`config.mk`:
```
export PLATFORM = sky130hd
export DESIGN_NAME = floor_logic_top
export DESIGN_NICKNAME = d
export VERILOG_FILES = /design/src/rtl/elevator_pkg.sv /design/src/rtl/floor_logic_top.sv /design/src/rtl/dispatch_unit.sv /design/src/rtl/request_queue.sv /design/src/rtl/floor_request_cell.sv /design/src/rtl/button_sampler.sv
export SDC_FILE = /design/constraint.sdc
export NUM_CORES = 1
export LEC_CHECK = 0
export ABC_AREA = 1
export BUFFER_PORTS_ARGS = -buffer_cell sky130_fd_sc_hd__buf_2
export CAP_MARGIN = 0
export CORE_AREA = 2 2 120 122
export DETAILED_ROUTE_END_ITERATION = 8
export DIE_AREA = 0 0 122 124
export GPL_TIMING_DRIVEN = 0
export PLACE_DENSITY = 0.76
export SLEW_MARGIN = 25
export SYNTH_ARGS = -nofsm -noshare
export SYNTH_HDL_FRONTEND = slang
export SYNTH_SLANG_ARGS = --single-unit
```
`constraint.sdc`:
```
create_clock -name clock -period 3.2 [get_ports clock]
set_input_delay 0.16 -clock clock [delete_from_list [all_inputs] [get_ports clock]]
set_output_delay 0.16 -clock clock [all_outputs]
set_load 0.02 [all_outputs]
```
`src/rtl/elevator_pkg.sv`:
```
`default_nettype none

package elevator_pkg;

    ////////////////////
    // Sizes
    ////////////////////

    // Floor 1 is index 0, floor 11 is index 10
    localparam int num_floors = 11;

    // Deeper than the floor count, since a lit floor is queued once only
    localparam int queue_depth = 16;
    localparam int queue_ptr_w = $clog2(queue_depth);
    localparam int queue_count_w = $clog2(queue_depth + 1);

    ////////////////////
    // Types
    ////////////////////

    typedef logic [3:0] floor_t;

    // Raw buttons, press strobes and lights all share this layout
    typedef struct packed {
        logic [num_floors-1:0] panel;
        logic [num_floors-1:0] call;
    } floor_buttons_t;

    // Reported by the car FSM
    typedef struct packed {
        floor_t current_floor;
        logic   moving;
    } car_status_t;

    // Sent to the car FSM
    typedef struct packed {
        floor_t target_floor;
        logic   direction_up;
        logic   activate;
    } dispatch_cmd_t;

    typedef struct packed {
        logic open_allowed;
        logic close_allowed;
    } door_permit_t;

endpackage

`default_nettype wire
```
`src/rtl/floor_logic_top.sv`:
```
`default_nettype none
`timescale 1ns/100ps

module floor_logic_top (
    input  wire                          clock,
    input  wire                          reset_n,
    input  elevator_pkg::floor_buttons_t buttons,
    input  wire                          door_open_button,
    input  wire                          door_close_button,
    input  wire                          emergency,
    input  wire                          power,
    input  elevator_pkg::car_status_t    status,
    output elevator_pkg::dispatch_cmd_t  command,
    output elevator_pkg::door_permit_t   doors,
    output elevator_pkg::floor_buttons_t lights
);

    import elevator_pkg::*;

    floor_buttons_t        presses;
    wire  [num_floors-1:0] panel_lit;
    wire  [num_floors-1:0] call_lit;
    wire  [num_floors-1:0] pending;
    logic [num_floors-1:0] grant;
    floor_t                head;
    logic                  empty;
    logic                  pop;

    ////////////////////
    // Button front end
    ////////////////////

    button_sampler u_sampler (
        .clock     (clock),
        .reset_n   (reset_n),
        .buttons   (buttons),
        .power     (power),
        .emergency (emergency),
        .presses   (presses)
    );

    ////////////////////
    // One cell per floor
    ////////////////////

    for (genvar i = 0; i < num_floors; i++) begin : g_floor
        floor_request_cell #(
            .floor_index (floor_t'(i))
        ) u_cell (
            .clock       (clock),
            .reset_n     (reset_n),
            .panel_press (presses.panel[i]),
            .call_press  (presses.call[i]),
            .status      (status),
            .power       (power),
            .grant       (grant[i]),
            .panel_light (panel_lit[i]),
            .call_light  (call_lit[i]),
            .pending     (pending[i])
        );
    end

    assign lights = '{panel: panel_lit, call: call_lit};

    ////////////////////
    // Queue and dispatch
    ////////////////////

    request_queue u_queue (
        .clock   (clock),
        .reset_n (reset_n),
        .pending (pending),
        .grant   (grant),
        .pop     (pop),
        .head    (head),
        .empty   (empty)
    );

    dispatch_unit u_dispatch (
        .clock             (clock),
        .reset_n           (reset_n),
        .status            (status),
        .power             (power),
        .emergency         (emergency),
        .head              (head),
        .empty             (empty),
        .door_open_button  (door_open_button),
        .door_close_button (door_close_button),
        .pop               (pop),
        .command           (command),
        .doors             (doors)
    );

endmodule

`default_nettype wire

```
`src/rtl/dispatch_unit.sv`:
```
`default_nettype none
`timescale 1ns/100ps

module dispatch_unit (
    input  wire                         clock,
    input  wire                         reset_n,
    input  elevator_pkg::car_status_t   status,
    input  wire                         power,
    input  wire                         emergency,
    input  elevator_pkg::floor_t        head,
    input  wire                         empty,
    input  wire                         door_open_button,
    input  wire                         door_close_button,
    output logic                        pop,
    output elevator_pkg::dispatch_cmd_t command,
    output elevator_pkg::door_permit_t  doors
);

    logic stopped;
    logic at_head;

    assign stopped = !status.moving && power;
    assign at_head = (head == status.current_floor);

    ////////////////////
    // Car command
    ////////////////////

    always_comb begin
        command.target_floor = head;
        command.direction_up = (head > status.current_floor);
        // Only start the car when there is somewhere else to go
        command.activate = power && !emergency && !status.moving && !empty && !at_head;
    end

    // Arrival at the head retires it
    assign pop = stopped && !empty && at_head;

    ////////////////////
    // Door permits
    ////////////////////

    always_ff @(posedge clock or negedge reset_n) begin
        if (!reset_n) begin
            doors <= '0;
        end else begin
            doors.open_allowed  <= stopped && door_open_button;
            doors.close_allowed <= stopped && door_close_button;
        end
    end

endmodule

`default_nettype wire

```
`src/rtl/request_queue.sv`:
```
`default_nettype none
`timescale 1ns/100ps

module request_queue (
    input  wire                                 clock,
    input  wire                                 reset_n,
    input  wire  [elevator_pkg::num_floors-1:0] pending,
    output logic [elevator_pkg::num_floors-1:0] grant,
    input  wire                                 pop,
    output elevator_pkg::floor_t                head,
    output logic                                empty
);

    import elevator_pkg::*;

    floor_t                   store [queue_depth];
    logic [queue_ptr_w-1:0]   wr_ptr;
    logic [queue_ptr_w-1:0]   rd_ptr;
    logic [queue_count_w-1:0] count;
    floor_t                   push_floor;
    logic                     push;
    logic                     do_pop;

    ////////////////////
    // Arbiter
    ////////////////////

    // Isolate the lowest set bit
    assign grant = pending & (~pending + 1'b1);
    assign push  = |pending;

    always_comb begin
        push_floor = '0;
        // Walk downwards so the lowest pending floor is left last
        for (int i = num_floors - 1; i >= 0; i--) begin
            if (pending[i]) begin
                push_floor = floor_t'(i);
            end
        end
    end

    ////////////////////
    // FIFO store
    ////////////////////

    assign empty  = (count == '0);
    assign do_pop = pop && !empty;
    assign head   = store[rd_ptr];

    always_ff @(posedge clock) begin
        if (push) begin
            store[wr_ptr] <= push_floor;
        end
    end

    always_ff @(posedge clock or negedge reset_n) begin
        if (!reset_n) begin
            wr_ptr <= '0;
            rd_ptr <= '0;
            count  <= '0;
        end else begin
            // Depth is a power of two, so the pointers wrap by themselves
            if (push) begin
                wr_ptr <= wr_ptr + 1'b1;
            end
            if (do_pop) begin
                rd_ptr <= rd_ptr + 1'b1;
            end
            // Push and pop together leave the count unchanged
            case ({push, do_pop})
                2'b10:   count <= count + 1'b1;
                2'b01:   count <= count - 1'b1;
                default: count <= count;
            endcase
        end
    end

endmodule

`default_nettype wire

```
`src/rtl/floor_request_cell.sv`:
```
`default_nettype none
`timescale 1ns/100ps

module floor_request_cell #(
    parameter elevator_pkg::floor_t floor_index = '0
) (
    input  wire                       clock,
    input  wire                       reset_n,
    input  wire                       panel_press,
    input  wire                       call_press,
    input  elevator_pkg::car_status_t status,
    input  wire                       power,
    input  wire                       grant,
    output logic                      panel_light,
    output logic                      call_light,
    output logic                      pending
);

    logic at_floor;
    logic arrived;
    logic queued;

    // Car standing still at this floor
    assign at_floor = !status.moving && (status.current_floor == floor_index);

    // Serving the floor needs power as well
    assign arrived = at_floor && power;

    ////////////////////
    // Lights and queued flag
    ////////////////////

    always_ff @(posedge clock or negedge reset_n) begin
        if (!reset_n) begin
            panel_light <= 1'b0;
            call_light  <= 1'b0;
            queued      <= 1'b0;
        end else if (arrived) begin
            // Arrival clears everything, even a press in the same cycle
            panel_light <= 1'b0;
            call_light  <= 1'b0;
            queued      <= 1'b0;
        end else begin
            if (panel_press && !at_floor) begin
                panel_light <= 1'b1;
            end
            if (call_press && !at_floor) begin
                call_light <= 1'b1;
            end
            if (grant) begin
                queued <= 1'b1;
            end
        end
    end

    // Lit but not yet handed to the queue
    assign pending = (panel_light || call_light) && !queued;

endmodule

`default_nettype wire

```
`src/rtl/button_sampler.sv`:
```
`default_nettype none
`timescale 1ns/100ps

module button_sampler (
    input  wire                         clock,
    input  wire                         reset_n,
    input  elevator_pkg::floor_buttons_t buttons,
    input  wire                         power,
    input  wire                         emergency,
    output elevator_pkg::floor_buttons_t presses
);

    import elevator_pkg::*;

    floor_buttons_t sample_q;
    floor_buttons_t prev_q;
    floor_buttons_t rising;
    logic           accept;

    // Presses only count while the car is powered and not in emergency
    assign accept = power && !emergency;

    // A bit is new when it is high now and was low one sample earlier
    assign rising = sample_q & ~prev_q;

    ////////////////////
    // Sample and edge detect
    ////////////////////

    always_ff @(posedge clock or negedge reset_n) begin
        if (!reset_n) begin
            sample_q <= '0;
            prev_q   <= '0;
            presses  <= '0;
        end else begin
            sample_q <= buttons;
            prev_q   <= sample_q;
            // One-cycle strobe per press
            presses  <= accept ? rising : '0;
        end
    end

endmodule

`default_nettype wire

```
**Word level (Yosys, flattened, before mapping)**

Memory sizes are Yosys's and may differ from the RTL's.
Cells that the tools add are included.

- Bitwise operators: 4
- Reduce and logical (&&, ||, !) cells: 139
- Add/subtract/negate cells: 5
- Multiplexer cells: 81
- Equal/unequal tests: 13
- Order comparisons: 1

Operator list:

| operator | number |
|---|---|
| $mux 1 | 68 |
| $reduce_bool 2->1 | 34 |
| $logic_and 1x1->1 | 65 |
| $mux 4 | 11 |
| $logic_not 1->1 | 26 |
| $and 22x22->22 | 1 |
| $mux 22 | 1 |
| $not 22->22 | 1 |
| $eq 4x3->1 const B | 4 |
| $eq 4x4->1 const B | 3 |
| $add 11x1->11 const B | 1 |
| $and 11x11->11 | 1 |
| $logic_or 1x1->1 | 11 |
| $not 11->11 | 1 |
| $reduce_or 11->1 | 1 |
| $pmux 5 s2 | 1 |
| $add 4x1->4 const B | 2 |
| $eq 4x2->1 const B | 2 |
| $add 5x1->5 const B | 1 |
| $logic_not 5->1 | 1 |
| $sub 5x1->5 const B | 1 |
| $eq 4x1->1 const B | 1 |
| $eq 4x4->1 | 1 |
| $gt 4x4->1 | 1 |
| 3 further kinds | 3 |

- Memories: 1
- Bits in writable memories: 64
- Register bits after elaboration: 114
- Input bits: 33
- Output and inout bits: 30
- Word-level logic and storage cells: 288

Memory list:

| name | words | width | read ports | clocked after memory_dff | wr ports | RTL line | RTL |
|---|---|---|---|---|---|---|---|
| u_queue.store | 16 | 4 | 1 | 0 | 1 | request_queue.sv:16 | `floor_t store [queue_depth];` |

**Logic depth before layout (Yosys ltp)**

Gate-level depths: netlist (run 1).

- Depth after elaboration: 13
- Depth in mapped cells: 23
- Depth with buffers taken out: 21

**Hierarchy**

A second synthesis (run 1) with hierarchy kept.

- Cell total of the unflattened synthesis: 806
- Area total of the unflattened synthesis: 7,830.0 um^2

By module, submodules not included:

| module | cells each | times used | seq. area each (um^2) | area an instance (um^2) |
|---|---|---|---|---|
| request_queue | 417 | 1 | 2,247.2 | 3,877.5 |
| button_sampler | 136 | 1 | 1,651.6 | 1,934.4 |
| floor_request_cell at g_floor[10].u_cell ... | 21 | 4 | 75.1 | 167.7 |
| floor_request_cell at g_floor[1].u_cell ... | 20 | 4 | 75.1 | 163.9 |
| dispatch_unit | 34 | 1 | 50.0 | 249.0 |
| floor_request_cell at g_floor[7].u_cell | 19 | 1 | 75.1 | 151.4 |
| floor_request_cell at g_floor[3].u_cell | 18 | 1 | 75.1 | 147.6 |
| floor_request_cell at g_floor[0].u_cell | 18 | 1 | 75.1 | 143.9 |

**Worst setup path after synthesis (run 1)**

Ideal clock, no wire load.

- Path kind: register to register
- Start point: reg u_queue.rd_ptr[0]
- End point: reg u_queue.count[4]
- Arrival: 3,141 ps
- Path buffers: 2
- Stages on the path, launching flop included: 23
- Period minus slack after synthesis: 3,206 ps
- Library setup time: 65 ps
- Required time: 3,135 ps
- Path slack: -6 ps
- Cell sequence: dfrtp_1 > buf_2 > inv_2 > buf_2 > nor2_1 > nor2_1 > o21ai_0 > o211ai_1 > nand3_1 > nand2_1 > ha_1 > nand3_1 > nor2_1 > nand3_1 > inv_1 > ha_1 > fa_1 > a21oi_1 > nor2_1 > nor2_1 > xor2_1 > nand2_1 > nand2_1

RTL lines:

| item | RTL line | RTL |
|---|---|---|
| start, declared | request_queue.sv:18 | `logic [queue_ptr_w-1:0] rd_ptr;` |
| start signal, assigned | request_queue.sv:67 | `rd_ptr <= rd_ptr + 1'b1;` |
| end signal, assigned | request_queue.sv:71 | `2'b10: count <= count + 1'b1;` |
| end signal, assigned | request_queue.sv:72 | `2'b01: count <= count - 1'b1;` |
| end signal, assigned | request_queue.sv:73 | `default: count <= count;` |
| end, declared | request_queue.sv:19 | `logic [queue_count_w-1:0] count;` |

**Final worst setup path (run 1)**

- Start point: reg u_queue.rd_ptr[0]
- End point: reg u_queue.count[4]

- Word-level cells in the longest chain between the ends: 6
- Elaborated cells between the ends (all ways): 8
- Classes of those cells: 3 x eq/ne; 1 x mux; 3 x reduce/logical; 1 x memory

Ends and longest elaborated chain:

| item | RTL line | RTL |
|---|---|---|
| $mem_v2 16x4 * | n/a |  |
| $eq 4x4->1 * | dispatch_unit.sv:23 | `assign at_head = (head == status.current_floor);` |
| $logic_and 1x1->1 * | dispatch_unit.sv:37 | `assign pop = stopped && !empty && at_head;` |
| $logic_and 1x1->1 * | request_queue.sv:47 | `assign do_pop = pop && !empty;` |
| net u_queue.do_pop | request_queue.sv:22 | `logic do_pop;` |
| $eq 2x1->1 or $eq 2x2->1 (tied branches) | request_queue.sv:70 | `case ({push, do_pop})` |
| $pmux 5 s2 or $reduce_bool 2->1 (tied branches) | n/a |  |

Mark *: on every way through the listed nets, which the timed path passes. The rest lies on a longest branch.
A chain may end at the register's enable or synchronous reset.

==> implementation parameters, run 1 <==
Parameter                              Value

Worst setup path
  Reg2reg setup slack    -30 ps
  Endpoint required time on the critical path    3560 ps
  Category of the worst setup path launch point    register
  CP Max Fanout    8
  Reg2Reg Launch Point    u_queue.rd_ptr[0]
  Data arrival, critical path    3590 ps
  Termination of the worst setup path    u_queue.count[4]
  Worst setup path class    register to register
  Worst R2R End    u_queue.count[4]
  Startpoint of the most critical setup path    u_queue.rd_ptr[0]
  Logic depth of the worst register-to-register path    23
  Crit path capture type    register

Synthesis
  Mux share of post-synthesis cell area    0%
  Number of enable-type register cells in the synthesized netlist    64
  Basic-gate share of the synthesized area counting and, or, nand and nor cells    14.5%
  Yosys cell types    34
  Synth Area in Compound Gates    8.47%
  Register bit count reported by yosys    178
  Number of instances in the synthesized netlist    641
  Xor-xnor portion of the synthesized cell area    1.09%
  Netlist Area Pre-Place    0.00721 mm2
  Synthesized area per cell    11.2 um2
  Main flop type after synthesis    sky130_fd_sc_hd__dfrtp_1
  Share of the yosys chip area belonging to registers    66.2%
  Net count after synthesis    688
  Share of async-settable or async-resettable flops after synthesis    64.0%
  Largest family of logic cells by synthesized area    simple AND/OR/NAND/NOR gates
  Post-synthesis adder-cell area fraction    2.53%
  Warnings, synthesis    0

STA
  Final number of hold-violating endpoints    0
  Post-route worst setup slack    -25.1 ps
  Timing-limited maximum frequency    0.310 GHz
  Number of slew-limit violations in the final report    0
  Worst Tran Pin Value    776 ps
  Final setup violation count    1
  Clock Skew    11.1 ps
  Max-slew headroom at the worst pin    48.3%
  Hold slack    98.7 ps
  RSZ-0062 raised after global routing    true
  Post-layout minimum cycle time    3230 ps
  Ratio of final minimum period to clock period    101%

Placed design
  Placed wire-length estimate    10300 um
  Port Buffer Count    62
  Placed standard-cell area    0.00780 mm2
  GP Congestion    0.896

Global routing
  Pin count of the biggest net entering global routing    74
  Wire length of the first global-routing pass    24500 um
  Number of global-route vias before repair    5154
  Initial antenna violation count    0
  Congestion Overflow GR    0
  Total global-route track usage    21.6%

Cells and area
  Ratio of cells with drive above 1 in the final layout    25.0%
  Leading cell types in the layout, fill and taps excluded    sky130_fd_sc_hd__dfrtp_1 (114), sky130_fd_sc_hd__nor2_1 (92), sky130_fd_sc_hd__buf_2 (65), sky130_fd_sc_hd__edfxtp_1 (64), sky130_fd_sc_hd__nand2_1 (59)
  Final layout net count    814
  Most common library cell in the layout ignoring fill and taps    sky130_fd_sc_hd__dfrtp_1
  Area taken by flip-flops and latches    0.00477 mm2
  Filler instances    985
  Finished Cell Area    0.00902 mm2
  Number of diodes    0
  Area growth from synthesis to final layout    25.1%
  Area taken by multi-input logic gates    0.00207 mm2

Power
  IR drop worst, VDD    0.491 mV
  Power density normalized to cell area    966 mW/mm2
  Overall Power    8.71 mW
  Reported leakage power    4.00 nW

CTS
  H-Tree Depth    4
  Clock tree root driver cell    sky130_fd_sc_hd__clkbuf_16
  Buffer levels on the longest clock path    2
  Clock latency at the later pin of the worst-skew pair    420 ps
  CTS tree    done
  Clk sink count    178
  Inserted Clock Buffers    17
  Clock-pin transition on the worst setup and hold timing paths    60 ps

Die
  Height of the chip    124 um
  Floorplan die width    122 um
  Total Die Area    0.0151 mm2
  Cell Rows    43
  Number of ports placed on the die boundary    63
  CORE AREA    0.0137 mm2
  Starting density of the core    52.5%

Drt
  Met2 wirelength from detailed routing    7950 um
  Met3 WL post-DR    1090 um
  First drt pass iteration count    6
  Drt total wl    15600 um
  Drt drc    0
  Wl on met1    6030 um
  Via-per-instance ratio    5.32
  Wirelength per Cell    16.3 um
  Drt initial violations    482
  Detailed-route via count    5108
  Top layer in use    met4
  Final ANT Viol Nets    0

Status
  Violations in the final reports    negative setup slack
  Result of the run    finished with violations

Min path
  Classification of the worst-slack hold path    primary input to register

Job
  Number of max-cap violations    0
## sequential cells by signal (all words and copies together), names as in the netlist
name and flops:
g_floor.u_cell.call_light 11, g_floor.u_cell.queued 11, u_queue.rd_ptr 4, u_queue.wr_ptr 4, u_sampler.sample_q 22, u_queue.count 5, u_queue.store 64, u_sampler.prev_q 22
g_floor.u_cell.panel_light 11, u_sampler.presses 22, u_dispatch.doors 2
## metal layers
layer,global-route usage [%],up-vias
li1,-,2366
met1,26.0,2459
met2,36.9,230
met3,5.36,53
met4,9.77,0
met5,0,-
## worst min path at each step
stage                startpoint                      endpoint  depth (start not counted)
floorplan               reset_n  g_floor[0].u_cell.call_light                          0
global placement    buttons[15]        u_sampler.sample_q[15]                          1
detailed placement      reset_n           u_sampler.prev_q[4]                          1
CTS                   status[0]           u_dispatch.doors[0]                          4
global route          status[0]           u_dispatch.doors[1]                          4
finish                status[0]           u_dispatch.doors[0]                          4
## synth_stat cells (8+ instances only)
| master | count | area [um2] |
|---|---|---|
| sky130_fd_sc_hd__nor3b_1 | 22 | 165 |
| sky130_fd_sc_hd__dfrtp_1 | 114 | 2850 |
| sky130_fd_sc_hd__a21oi_1 | 32 | 160 |
| sky130_fd_sc_hd__inv_1 | 61 | 229 |
| sky130_fd_sc_hd__nand3_1 | 31 | 155 |
| sky130_fd_sc_hd__ha_1 | 13 | 163 |
| sky130_fd_sc_hd__nand2_1 | 63 | 236 |
| sky130_fd_sc_hd__o21ai_0 | 45 | 225 |
| sky130_fd_sc_hd__buf_4 | 23 | 173 |
| sky130_fd_sc_hd__buf_2 | 8 | 40.0 |
| sky130_fd_sc_hd__nor2_1 | 98 | 368 |
| sky130_fd_sc_hd__edfxtp_1 | 64 | 1920 |
| sky130_fd_sc_hd__o211ai_1 | 17 | 128 |
## metrics by stage
step / worst slack, ps / cells / setup TNS, ps / utilization, %
after floorplan: 10.4 / 641 / 0 / -
after global placement: -441 / 883 / -5760 / 56.5
after detailed placement: -654 / 886 / -1690 / 56.9
after CTS: 5.28 / 949 / 0 / 64.2
after global routing: -100 / 960 / -128 / 65.7
final: -25.1 / 960 / -25.1 / 65.7
## cells by family (layout without fill, tap and decap cells)
family	count (synthesis)	in the layout
and+or+nand+nor	229	229
adders and majority gates	14	14
buffers and inverters	104	243
AOI/OAI and AO/OA	107	107
xor gates and xnor gates	9	9
DFF	178	178
## timing repair
| action | 4_1_cts | 5_1_grt |
|---|---|---|
| resized for setup | 32 | 34 |
| hold buffers | 25 | 0 |
| pin swaps | 9 | 16 |
| endpoints found under the setup margin | 4 | 2 |
| buffers inserted | 6 | 10 |
| hold endpoints to repair | 65 | 0 |
| cloned | 0 | 1 |
## power by group
group          leakage, nW  internal (mW)  switching, mW
Sequential            1.92           3.02          0.220
Combinational         1.78           1.26           2.10
Clock                0.302           1.31          0.802
Total                 4.00           5.59           3.12
## layout make-up
type                    instances  area share, %
plain buffers                  39           3.61
flip-flops and latches        178           52.9
well taps                     180           2.50
multi-input cells             359           22.9
clock inverters                 6           1.03
repair inverters                1         0.0555
clock buffers                  26           5.92
repair buffers                106           8.16
inverters                      65           2.87
## critical path: stages, from the launching register on
cell                       delay, ps
sky130_fd_sc_hd__dfrtp_1         390
sky130_fd_sc_hd__buf_6           150
sky130_fd_sc_hd__inv_6            70
sky130_fd_sc_hd__buf_6           120
sky130_fd_sc_hd__buf_8           130
sky130_fd_sc_hd__nor2_1           50
sky130_fd_sc_hd__nor2_1           90
sky130_fd_sc_hd__o21ai_1          90
sky130_fd_sc_hd__o211ai_1         90
sky130_fd_sc_hd__nand3_1         110
sky130_fd_sc_hd__nand2_2         150
sky130_fd_sc_hd__ha_4            230
sky130_fd_sc_hd__inv_4            70
sky130_fd_sc_hd__nor2_4           40
sky130_fd_sc_hd__nand3_2          70
sky130_fd_sc_hd__inv_2            60
sky130_fd_sc_hd__ha_4            180
sky130_fd_sc_hd__fa_2            370
sky130_fd_sc_hd__a21oi_2         220
sky130_fd_sc_hd__nor2_2          100
sky130_fd_sc_hd__nor2_2          110
sky130_fd_sc_hd__xor2_1          150
sky130_fd_sc_hd__nand2_1          70
sky130_fd_sc_hd__nand2_1          50
No activity file was read; power rests on OpenSTA's default activity.
==> inputs of run 2 (changes only) <==
--- a/config.mk
+++ b/config.mk
@@ -5,12 +5,11 @@
 export SDC_FILE = /design/constraint.sdc
 export NUM_CORES = 1
 export LEC_CHECK = 0
-export ABC_AREA = 1
 export BUFFER_PORTS_ARGS = -buffer_cell sky130_fd_sc_hd__buf_2
 export CAP_MARGIN = 0
-export CORE_AREA = 2 2 120 122
+export CORE_AREA = 2 2 119 121
 export DETAILED_ROUTE_END_ITERATION = 8
-export DIE_AREA = 0 0 122 124
+export DIE_AREA = 0 0 121 123
 export GPL_TIMING_DRIVEN = 0
 export PLACE_DENSITY = 0.76
 export SLEW_MARGIN = 25
==> run 2 against run 1 <==
  * The run still ends with negative setup slack left
  * Register-to-register slack worse by 510 ps
  * Global-route usage fell by 1.2 points
  * Fmax down 14%
  * Flip-flop and latch count stayed put
==> implementation parameters, run 2 <==
Parameter                              Value

Status
  Result of the run    finished with violations
  Violations in the final reports    negative setup slack

Worst setup path
  Cell type group with the largest total delay on the critical path    multiplexers
  Endpoint required time on the critical path    3500 ps
  Cell with the largest stage delay on the worst path    sky130_fd_sc_hd__mux4_2
  Reg2reg setup slack    -530 ps
  Worst R2R End    u_queue.count[3]
  Dominant cell type by count on the critical path    sky130_fd_sc_hd__ha_4
  Startpoint of the most critical setup path    u_queue.rd_ptr[0]
  Worst setup path class    register to register
  Data arrival, critical path    4040 ps
  Worst stage delay on the critical path    540 ps
  Crit path capture type    register
  Bufs and invs on worst path    4
  Series of cell instances along the critical path    buf_6 > buf_12 > buf_8 > mux4_2 > mux4_2 > ha_4 > nand4_1 > a211oi_4 > ha_4 > buf_4 > ha_4 > a21o_1 > a21oi_2 > xor2_1 > o21ai_1
  Category of the worst setup path launch point    register
  CP Max Fanout    6
  Logic depth of the worst register-to-register path    15
  Reg2Reg Launch Point    u_queue.rd_ptr[0]

Cells and area
  Leading cell types in the layout, fill and taps excluded    sky130_fd_sc_hd__dfrtp_1 (114), sky130_fd_sc_hd__edfxtp_1 (64), sky130_fd_sc_hd__buf_2 (59), sky130_fd_sc_hd__buf_4 (37), sky130_fd_sc_hd__dlygate4sd3_1 (25)
  Top reg by flops    u_queue.store
  Final layout net count    619
  Count of placed standard cells in the final layout, fillers left out    765
  Filler instances    952
  Area taken by flip-flops and latches    0.00477 mm2
  Ratio of cells with drive above 1 in the final layout    30.8%
  Largest register FFs    64
  Number of diodes    0
  Area growth from synthesis to final layout    24.0%
  Most common library cell in the layout ignoring fill and taps    sky130_fd_sc_hd__dfrtp_1
  Area taken by multi-input logic gates    0.00213 mm2

STA
  Total Negative Setup Slacks    -1920 ps
  Hold slack    115 ps
  Final number of hold-violating endpoints    0
  Ratio of final minimum period to clock period    117%
  Number of slew-limit violations in the final report    0
  Post-route worst setup slack    -534 ps
  Worst Tran Pin Value    774 ps
  Timing-limited maximum frequency    0.268 GHz
  RSZ-0062 raised after global routing    true
  Final setup violation count    6
  Max-slew headroom at the worst pin    48.0%
  Post-layout minimum cycle time    3730 ps
  Clock Skew    12.1 ps

Power
  Power share of the combinational group    29.0%
  Clk pwr share    30.0%
  Power density normalized to cell area    799 mW/mm2
  Overall Power    7.01 mW
  Reported leakage power    3.66 nW
  Cell Int Power    4.96 mW
  Sw Ratio    29.2%
  Switching component of the power    2.05 mW
  IR drop worst, VDD    0.511 mV
  Portion of total power attributed to sequential cells    41.0%

Drt
  First drt pass iteration count    6
  Via-per-instance ratio    5.45
  Drt total wl    13900 um
  Detailed-route via count    4173
  Final ANT Viol Nets    0
  Wirelength per Cell    18.2 um
  Drt initial violations    267
  Drt drc    0

Synthesis
  Net count after synthesis    499
  Share of the yosys chip area belonging to registers    67.5%
  Main flop type after synthesis    sky130_fd_sc_hd__dfrtp_1
  Yosys top cell area share    40.4%
  Register bit count reported by yosys    178
  Number of enable-type register cells in the synthesized netlist    64
  Largest cells by area after synthesis    sky130_fd_sc_hd__dfrtp_1 (40%), sky130_fd_sc_hd__edfxtp_1 (27%), sky130_fd_sc_hd__mux4_1 (4.5%), sky130_fd_sc_hd__a22o_1 (2.7%), sky130_fd_sc_hd__nor3b_1 (2.7%)
  Yosys cell types    48
  Number of instances in the synthesized netlist    452
  Warnings, synthesis    0
  Ranking of synthesized cells by instance count    sky130_fd_sc_hd__dfrtp_1 (114), sky130_fd_sc_hd__edfxtp_1 (64), sky130_fd_sc_hd__nor3b_1 (25), sky130_fd_sc_hd__a22o_1 (22), sky130_fd_sc_hd__buf_4 (22)
  Library cell with the highest instance count after synthesis    sky130_fd_sc_hd__dfrtp_1
  Cell type with the highest aggregate area in the netlist    sky130_fd_sc_hd__dfrtp_1
  Share of async-settable or async-resettable flops after synthesis    64.0%
  Synthesized area per cell    15.6 um2
  Netlist Area Pre-Place    0.00707 mm2

Die
  Cell Rows    43
  CORE AREA    0.0136 mm2
  Height of the chip    123 um
  Floorplan die width    121 um
  Total Die Area    0.0149 mm2
  Starting density of the core    51.9%
  Number of ports placed on the die boundary    63

Global routing
  Number of global-route vias before repair    4433
  Wire length of the first global-routing pass    22400 um
  Total global-route track usage    20.3%
  Pin count of the biggest net entering global routing    75
  Congestion Overflow GR    0
  Initial antenna violation count    0

Job
  Number of max-cap violations    0

CTS
  CTS tree    done
  Inserted Clock Buffers    17
  Clk sink count    178
  Clock-pin transition on the worst setup and hold timing paths    70 ps
  Buffer levels on the longest clock path    2
  Clock latency at the later pin of the worst-skew pair    430 ps
  Clock tree root driver cell    sky130_fd_sc_hd__clkbuf_16
  H-Tree Depth    4

Placed design
  Placed Cells incl. Taps    695
  Place WS    -792 ps
  Port Buffer Count    61
  GP Congestion    0.798
  Placed wire-length estimate    9430 um

Min path
  Classification of the worst-slack hold path    primary input to register
  Min-Delay Path Depth    3
  Hold path startpoint    power
  Hold endpoint    u_dispatch.doors[0]
-- run 2: cell types whose count changed after synthesis, sizes merged, moves of 7 or more --
cell,change
nand3,-20
nand2,-51
o21a,+12
a22o,+22
mux4,+20
inv,-53
nor2b,+7
o211ai,-16
nor2,-82
o21bai,+9
o21ai,-48
a21oi,-29
and3,+12
-- run 2: logic make-up after synthesis --
kind of cell,synth area share [%]
flops,67.5
simple gates,8.97
compound gates,7.70
buf+inv,4.18
mux,7.68
fa+ha+maj,2.58
xor+xnor,1.35
-- run 2: final cells by class --
class	count	area share (%)
Tap cell	180	2.57
Clock buffer	20	5.58
Inverter	11	0.471
Clock inverter	12	1.40
Timing Repair Buffer	102	8.33
Multi-Input combinational cell	226	24.3
Buffer	36	2.91
Sequential cell	178	54.5
-- run 2: worst max path at each step --
stage                             to  slack [ps]  cells past startpoint
finish              u_queue.count[3]        -530                     15
floorplan           u_queue.count[4]        -370                     13
global route        u_queue.count[3]        -630                     15
global placement    u_queue.count[4]        -630                     13
CTS                 u_queue.count[4]        -600                     14
detailed placement  u_queue.count[4]        -790                     13
-- run 2: power groups by stage --
stage	combinational (mW)	sequential [mW]	clock, mW
final	2.03	2.87	2.10
after global routing	2.20	2.90	2.23
after CTS	2.01	2.87	2.13
after detailed placement	1.79	2.91	0
after global placement	1.67	2.89	0
after floorplan	1.27	2.86	0
-- run 2: repair_timing --
item | 4_1_cts | 5_1_grt
endpoints found under the hold margin | 64 | 0
setup buffers | 12 | 2
hold buffers | 25 | 0
pin swaps | 8 | 10
setup endpoints to repair | 9 | 8
gates resized for setup | 16 | 4
gates cloned | 1 | 0
-- run 2: worst register-to-register path, stage by stage (launching register included) --
cell	delay, ps
sky130_fd_sc_hd__dfrtp_1	370
sky130_fd_sc_hd__buf_6	130
sky130_fd_sc_hd__buf_12	130
sky130_fd_sc_hd__buf_8	120
sky130_fd_sc_hd__mux4_2	500
sky130_fd_sc_hd__mux4_2	540
sky130_fd_sc_hd__ha_4	290
sky130_fd_sc_hd__nand4_1	160
sky130_fd_sc_hd__a211oi_4	260
sky130_fd_sc_hd__ha_4	220
sky130_fd_sc_hd__buf_4	130
sky130_fd_sc_hd__ha_4	180
sky130_fd_sc_hd__a21o_1	160
sky130_fd_sc_hd__a21oi_2	140
sky130_fd_sc_hd__xor2_1	200
sky130_fd_sc_hd__o21ai_1	90
-- run 2: stage by stage --
step           cell area [um2]  utilization [%]
2_1_floorplan             7150                -
6_report                  8770             64.4
3_5_place_dp              7740             56.9
3_3_place_gp              7680             56.4
5_1_grt                   8770             64.4
4_1_cts                   8740             64.2
-- run 2: layer usage --
metal / vias up / global-route usage (%) / wire (um)
met3: 31 / 4.75 / 546
met1: 2129 / 24.8 / 5670
li1: 1912 / - / -
met2: 101 / 34.4 / 7360
met4: 0 / 9.96 / 357
met5: - / 0 / 0
==> inputs of run 3 (changes only) <==
--- a/config.mk
+++ b/config.mk
@@ -7,9 +7,11 @@
 export LEC_CHECK = 0
 export BUFFER_PORTS_ARGS = -buffer_cell sky130_fd_sc_hd__buf_2
 export CAP_MARGIN = 0
-export CORE_AREA = 2 2 119 121
+export CELL_PAD_IN_SITES_DETAIL_PLACEMENT = 1
+export CELL_PAD_IN_SITES_GLOBAL_PLACEMENT = 1
+export CORE_AREA = 2 2 129 131
 export DETAILED_ROUTE_END_ITERATION = 8
-export DIE_AREA = 0 0 121 123
+export DIE_AREA = 0 0 131 133
 export GPL_TIMING_DRIVEN = 0
 export PLACE_DENSITY = 0.76
 export SLEW_MARGIN = 25
==> run 3 against run 2 <==
  * The run still ends with negative setup slack left
  * Combinational power rose by 13%
  * Via count rose by 2.7%
  * Critical path type unchanged
  * Highest routed layer unchanged
  * Cell count rose by 6.3%
  * Hold slack improved by 37 ps
==> implementation parameters, run 3 (same netlist as run 2, synthesis figures left out) <==
Parameter                              Value

Power
  Power density normalized to cell area    813 mW/mm2
  Overall Power    7.25 mW
  Reported leakage power    3.68 nW
  IR drop worst, VDD    0.432 mV

Placed design
  Port Buffer Count    61
  Placed wire-length estimate    10800 um
  Placed Cells incl. Taps    735
  GP Congestion    0.780

Min path
  Classification of the worst-slack hold path    primary input to register

STA
  Ratio of final minimum period to clock period    120%
  Final setup violation count    6
  Worst Tran Pin Value    851 ps
  Timing-limited maximum frequency    0.261 GHz
  Final number of hold-violating endpoints    0
  Number of slew-limit violations in the final report    0
  Post-route worst setup slack    -626 ps
  Post-layout minimum cycle time    3830 ps
  Clock Skew    10.4 ps
  Max-slew headroom at the worst pin    43.1%
  RSZ-0062 raised after global routing    true
  Hold slack    152 ps

Worst setup path
  Crit path capture type    register
  Category of the worst setup path launch point    register
  Data arrival, critical path    4180 ps
  Worst stage delay on the critical path    530 ps
  Series of cell instances along the critical path    buf_6 > buf_6 > buf_6 > mux4_2 > mux4_2 > inv_2 > ha_4 > nand4_1 > a211oi_4 > ha_4 > fa_2 > a21o_1 > a21oi_2 > mux2i_2 > xnor2_1
  Dominant cell type by count on the critical path    sky130_fd_sc_hd__buf_6
  CP Max Fanout    6
  Worst setup path class    register to register
  Cell with the largest stage delay on the worst path    sky130_fd_sc_hd__mux4_2
  Endpoint required time on the critical path    3550 ps

Global routing
  Wire length of the first global-routing pass    26500 um
  Pin count of the biggest net entering global routing    77
  Initial antenna violation count    0
  Total global-route track usage    20.9%
  Congestion Overflow GR    0
  Number of global-route vias before repair    4753

CTS
  CTS tree    done
  Clock latency at the later pin of the worst-skew pair    440 ps
  Clk sink count    178
  H-Tree Depth    4
  Clock tree root driver cell    sky130_fd_sc_hd__clkbuf_16
  Buffer levels on the longest clock path    2
  Inserted Clock Buffers    17
  Clock-pin transition on the worst setup and hold timing paths    70 ps

Cells and area
  Number of diodes    0
  Top reg by flops    u_queue.store
  Count of placed standard cells in the final layout, fillers left out    813
  Area growth from synthesis to final layout    26.3%
  Ratio of cells with drive above 1 in the final layout    32.7%
  Largest register FFs    64
  Final layout net count    627
  Most common library cell in the layout ignoring fill and taps    sky130_fd_sc_hd__dfrtp_1
  Leading cell types in the layout, fill and taps excluded    sky130_fd_sc_hd__dfrtp_1 (114), sky130_fd_sc_hd__edfxtp_1 (64), sky130_fd_sc_hd__buf_2 (59), sky130_fd_sc_hd__buf_4 (38), sky130_fd_sc_hd__dlygate4sd3_1 (25)

Status
  Result of the run    finished with violations
  Violations in the final reports    negative setup slack

Die
  Starting density of the core    43.7%
  Floorplan die width    131 um
  Height of the chip    133 um
  Cell Rows    47
  Total Die Area    0.0174 mm2
  Number of ports placed on the die boundary    63
  CORE AREA    0.0162 mm2

Drt
  Wirelength per Cell    20.9 um
  Drt total wl    17000 um
  Via-per-instance ratio    5.27
  Drt drc    0
  Final ANT Viol Nets    0
  Detailed-route via count    4285
  Drt initial violations    175
  First drt pass iteration count    4

Job
  Number of max-cap violations    0
-- run 3: cell count changes in the layout (fill, tap and decap cells not counted), moves of 2 or more --
cell | before | now
sky130_fd_sc_hd__buf_6 | 4 | 10
sky130_fd_sc_hd__clkbuf_16 | 19 | 17
sky130_fd_sc_hd__clkinv_2 | 6 | 1
sky130_fd_sc_hd__clkinv_4 | 0 | 3
sky130_fd_sc_hd__ha_1 | 7 | 5
sky130_fd_sc_hd__ha_4 | 6 | 8
sky130_fd_sc_hd__inv_4 | 2 | 0
sky130_fd_sc_hd__inv_6 | 1 | 5
sky130_fd_sc_hd__inv_8 | 1 | 4
sky130_fd_sc_hd__mux4_1 | 6 | 3
sky130_fd_sc_hd__mux4_2 | 14 | 17
-- run 3: layout make-up --
type / instances / area, um2
Buffer: 36 / 258
Multi-Input combinational cell: 226 / 2150
Clock buffer: 17 / 425
Sequential cell: 178 / 4770
Inverter: 11 / 41.3
Fill cell: 1535 / 7240
Tap cell: 220 / 275
Timing Repair Buffer: 110 / 838
Clock inverter: 15 / 166
-- run 3: through the flow --
step	utilization, %	cell area (um2)	worst slack (ps)	TNS [ps]
finish	55.2	8930	-626	-2850
global route	55.2	8930	-761	-3590
CTS	54.8	8870	-666	-2770
detailed placement	48.2	7790	-840	-2730
global placement	47.8	7730	-678	-2210
floorplan	-	7150	-367	-914
-- run 3: critical path, delay by kind of cell (launching register included) --
family,cells,cell delay (ps)
flip-flops,1,390
XOR/XNOR,1,150
AND/OR/NAND/NOR,1,130
AO/OA/AOI/OAI,3,450
multiplexers,3,1310
buffers and inverters,4,510
adder cells (fa/ha/maj),3,810
-- run 3: final timing paths --
kind	slack, ps	startpoint	to	depth (start not counted)
setup / recovery	-630	u_queue.rd_ptr[0]	u_queue.count[4]	15
hold / removal	150	power	u_dispatch.doors[1]	3
setup reg to reg	-630	u_queue.rd_ptr[0]	u_queue.count[4]	15
hold reg to reg	370	u_sampler.sample_q[19]	u_sampler.prev_q[19]	0
max in group asynchronous	2300	reset_n	u_sampler.sample_q[20]	3
min in group asynchronous	200	reset_n	u_queue.count[3]	2
-- run 3: where the power goes --
| group | internal, mW | switching, mW | leakage, nW |
|---|---|---|---|
| Combinational | 1.13 | 1.16 | 1.47 |
| Clock | 1.11 | 0.971 | 0.294 |
| Sequential | 2.70 | 0.181 | 1.92 |
-- run 3: per-layer routing --
layer	share of wire, %	global-route usage [%]	vias up
met4	1.5	5.97	0
met2	53	35.3	97
met1	42	26.4	2247
met3	3.5	5.42	22
met5	0	0	-
li1	-	-	1919
-- run 3: timing repair --
action                     4_1_cts  5_1_grt
gates cloned                     1        0
hold buffers                    25        0
buffers inserted                20        3
pin swaps                       20       15
setup endpoints to repair        7        9
hold endpoints to repair        62        0
resized for setup               24       10
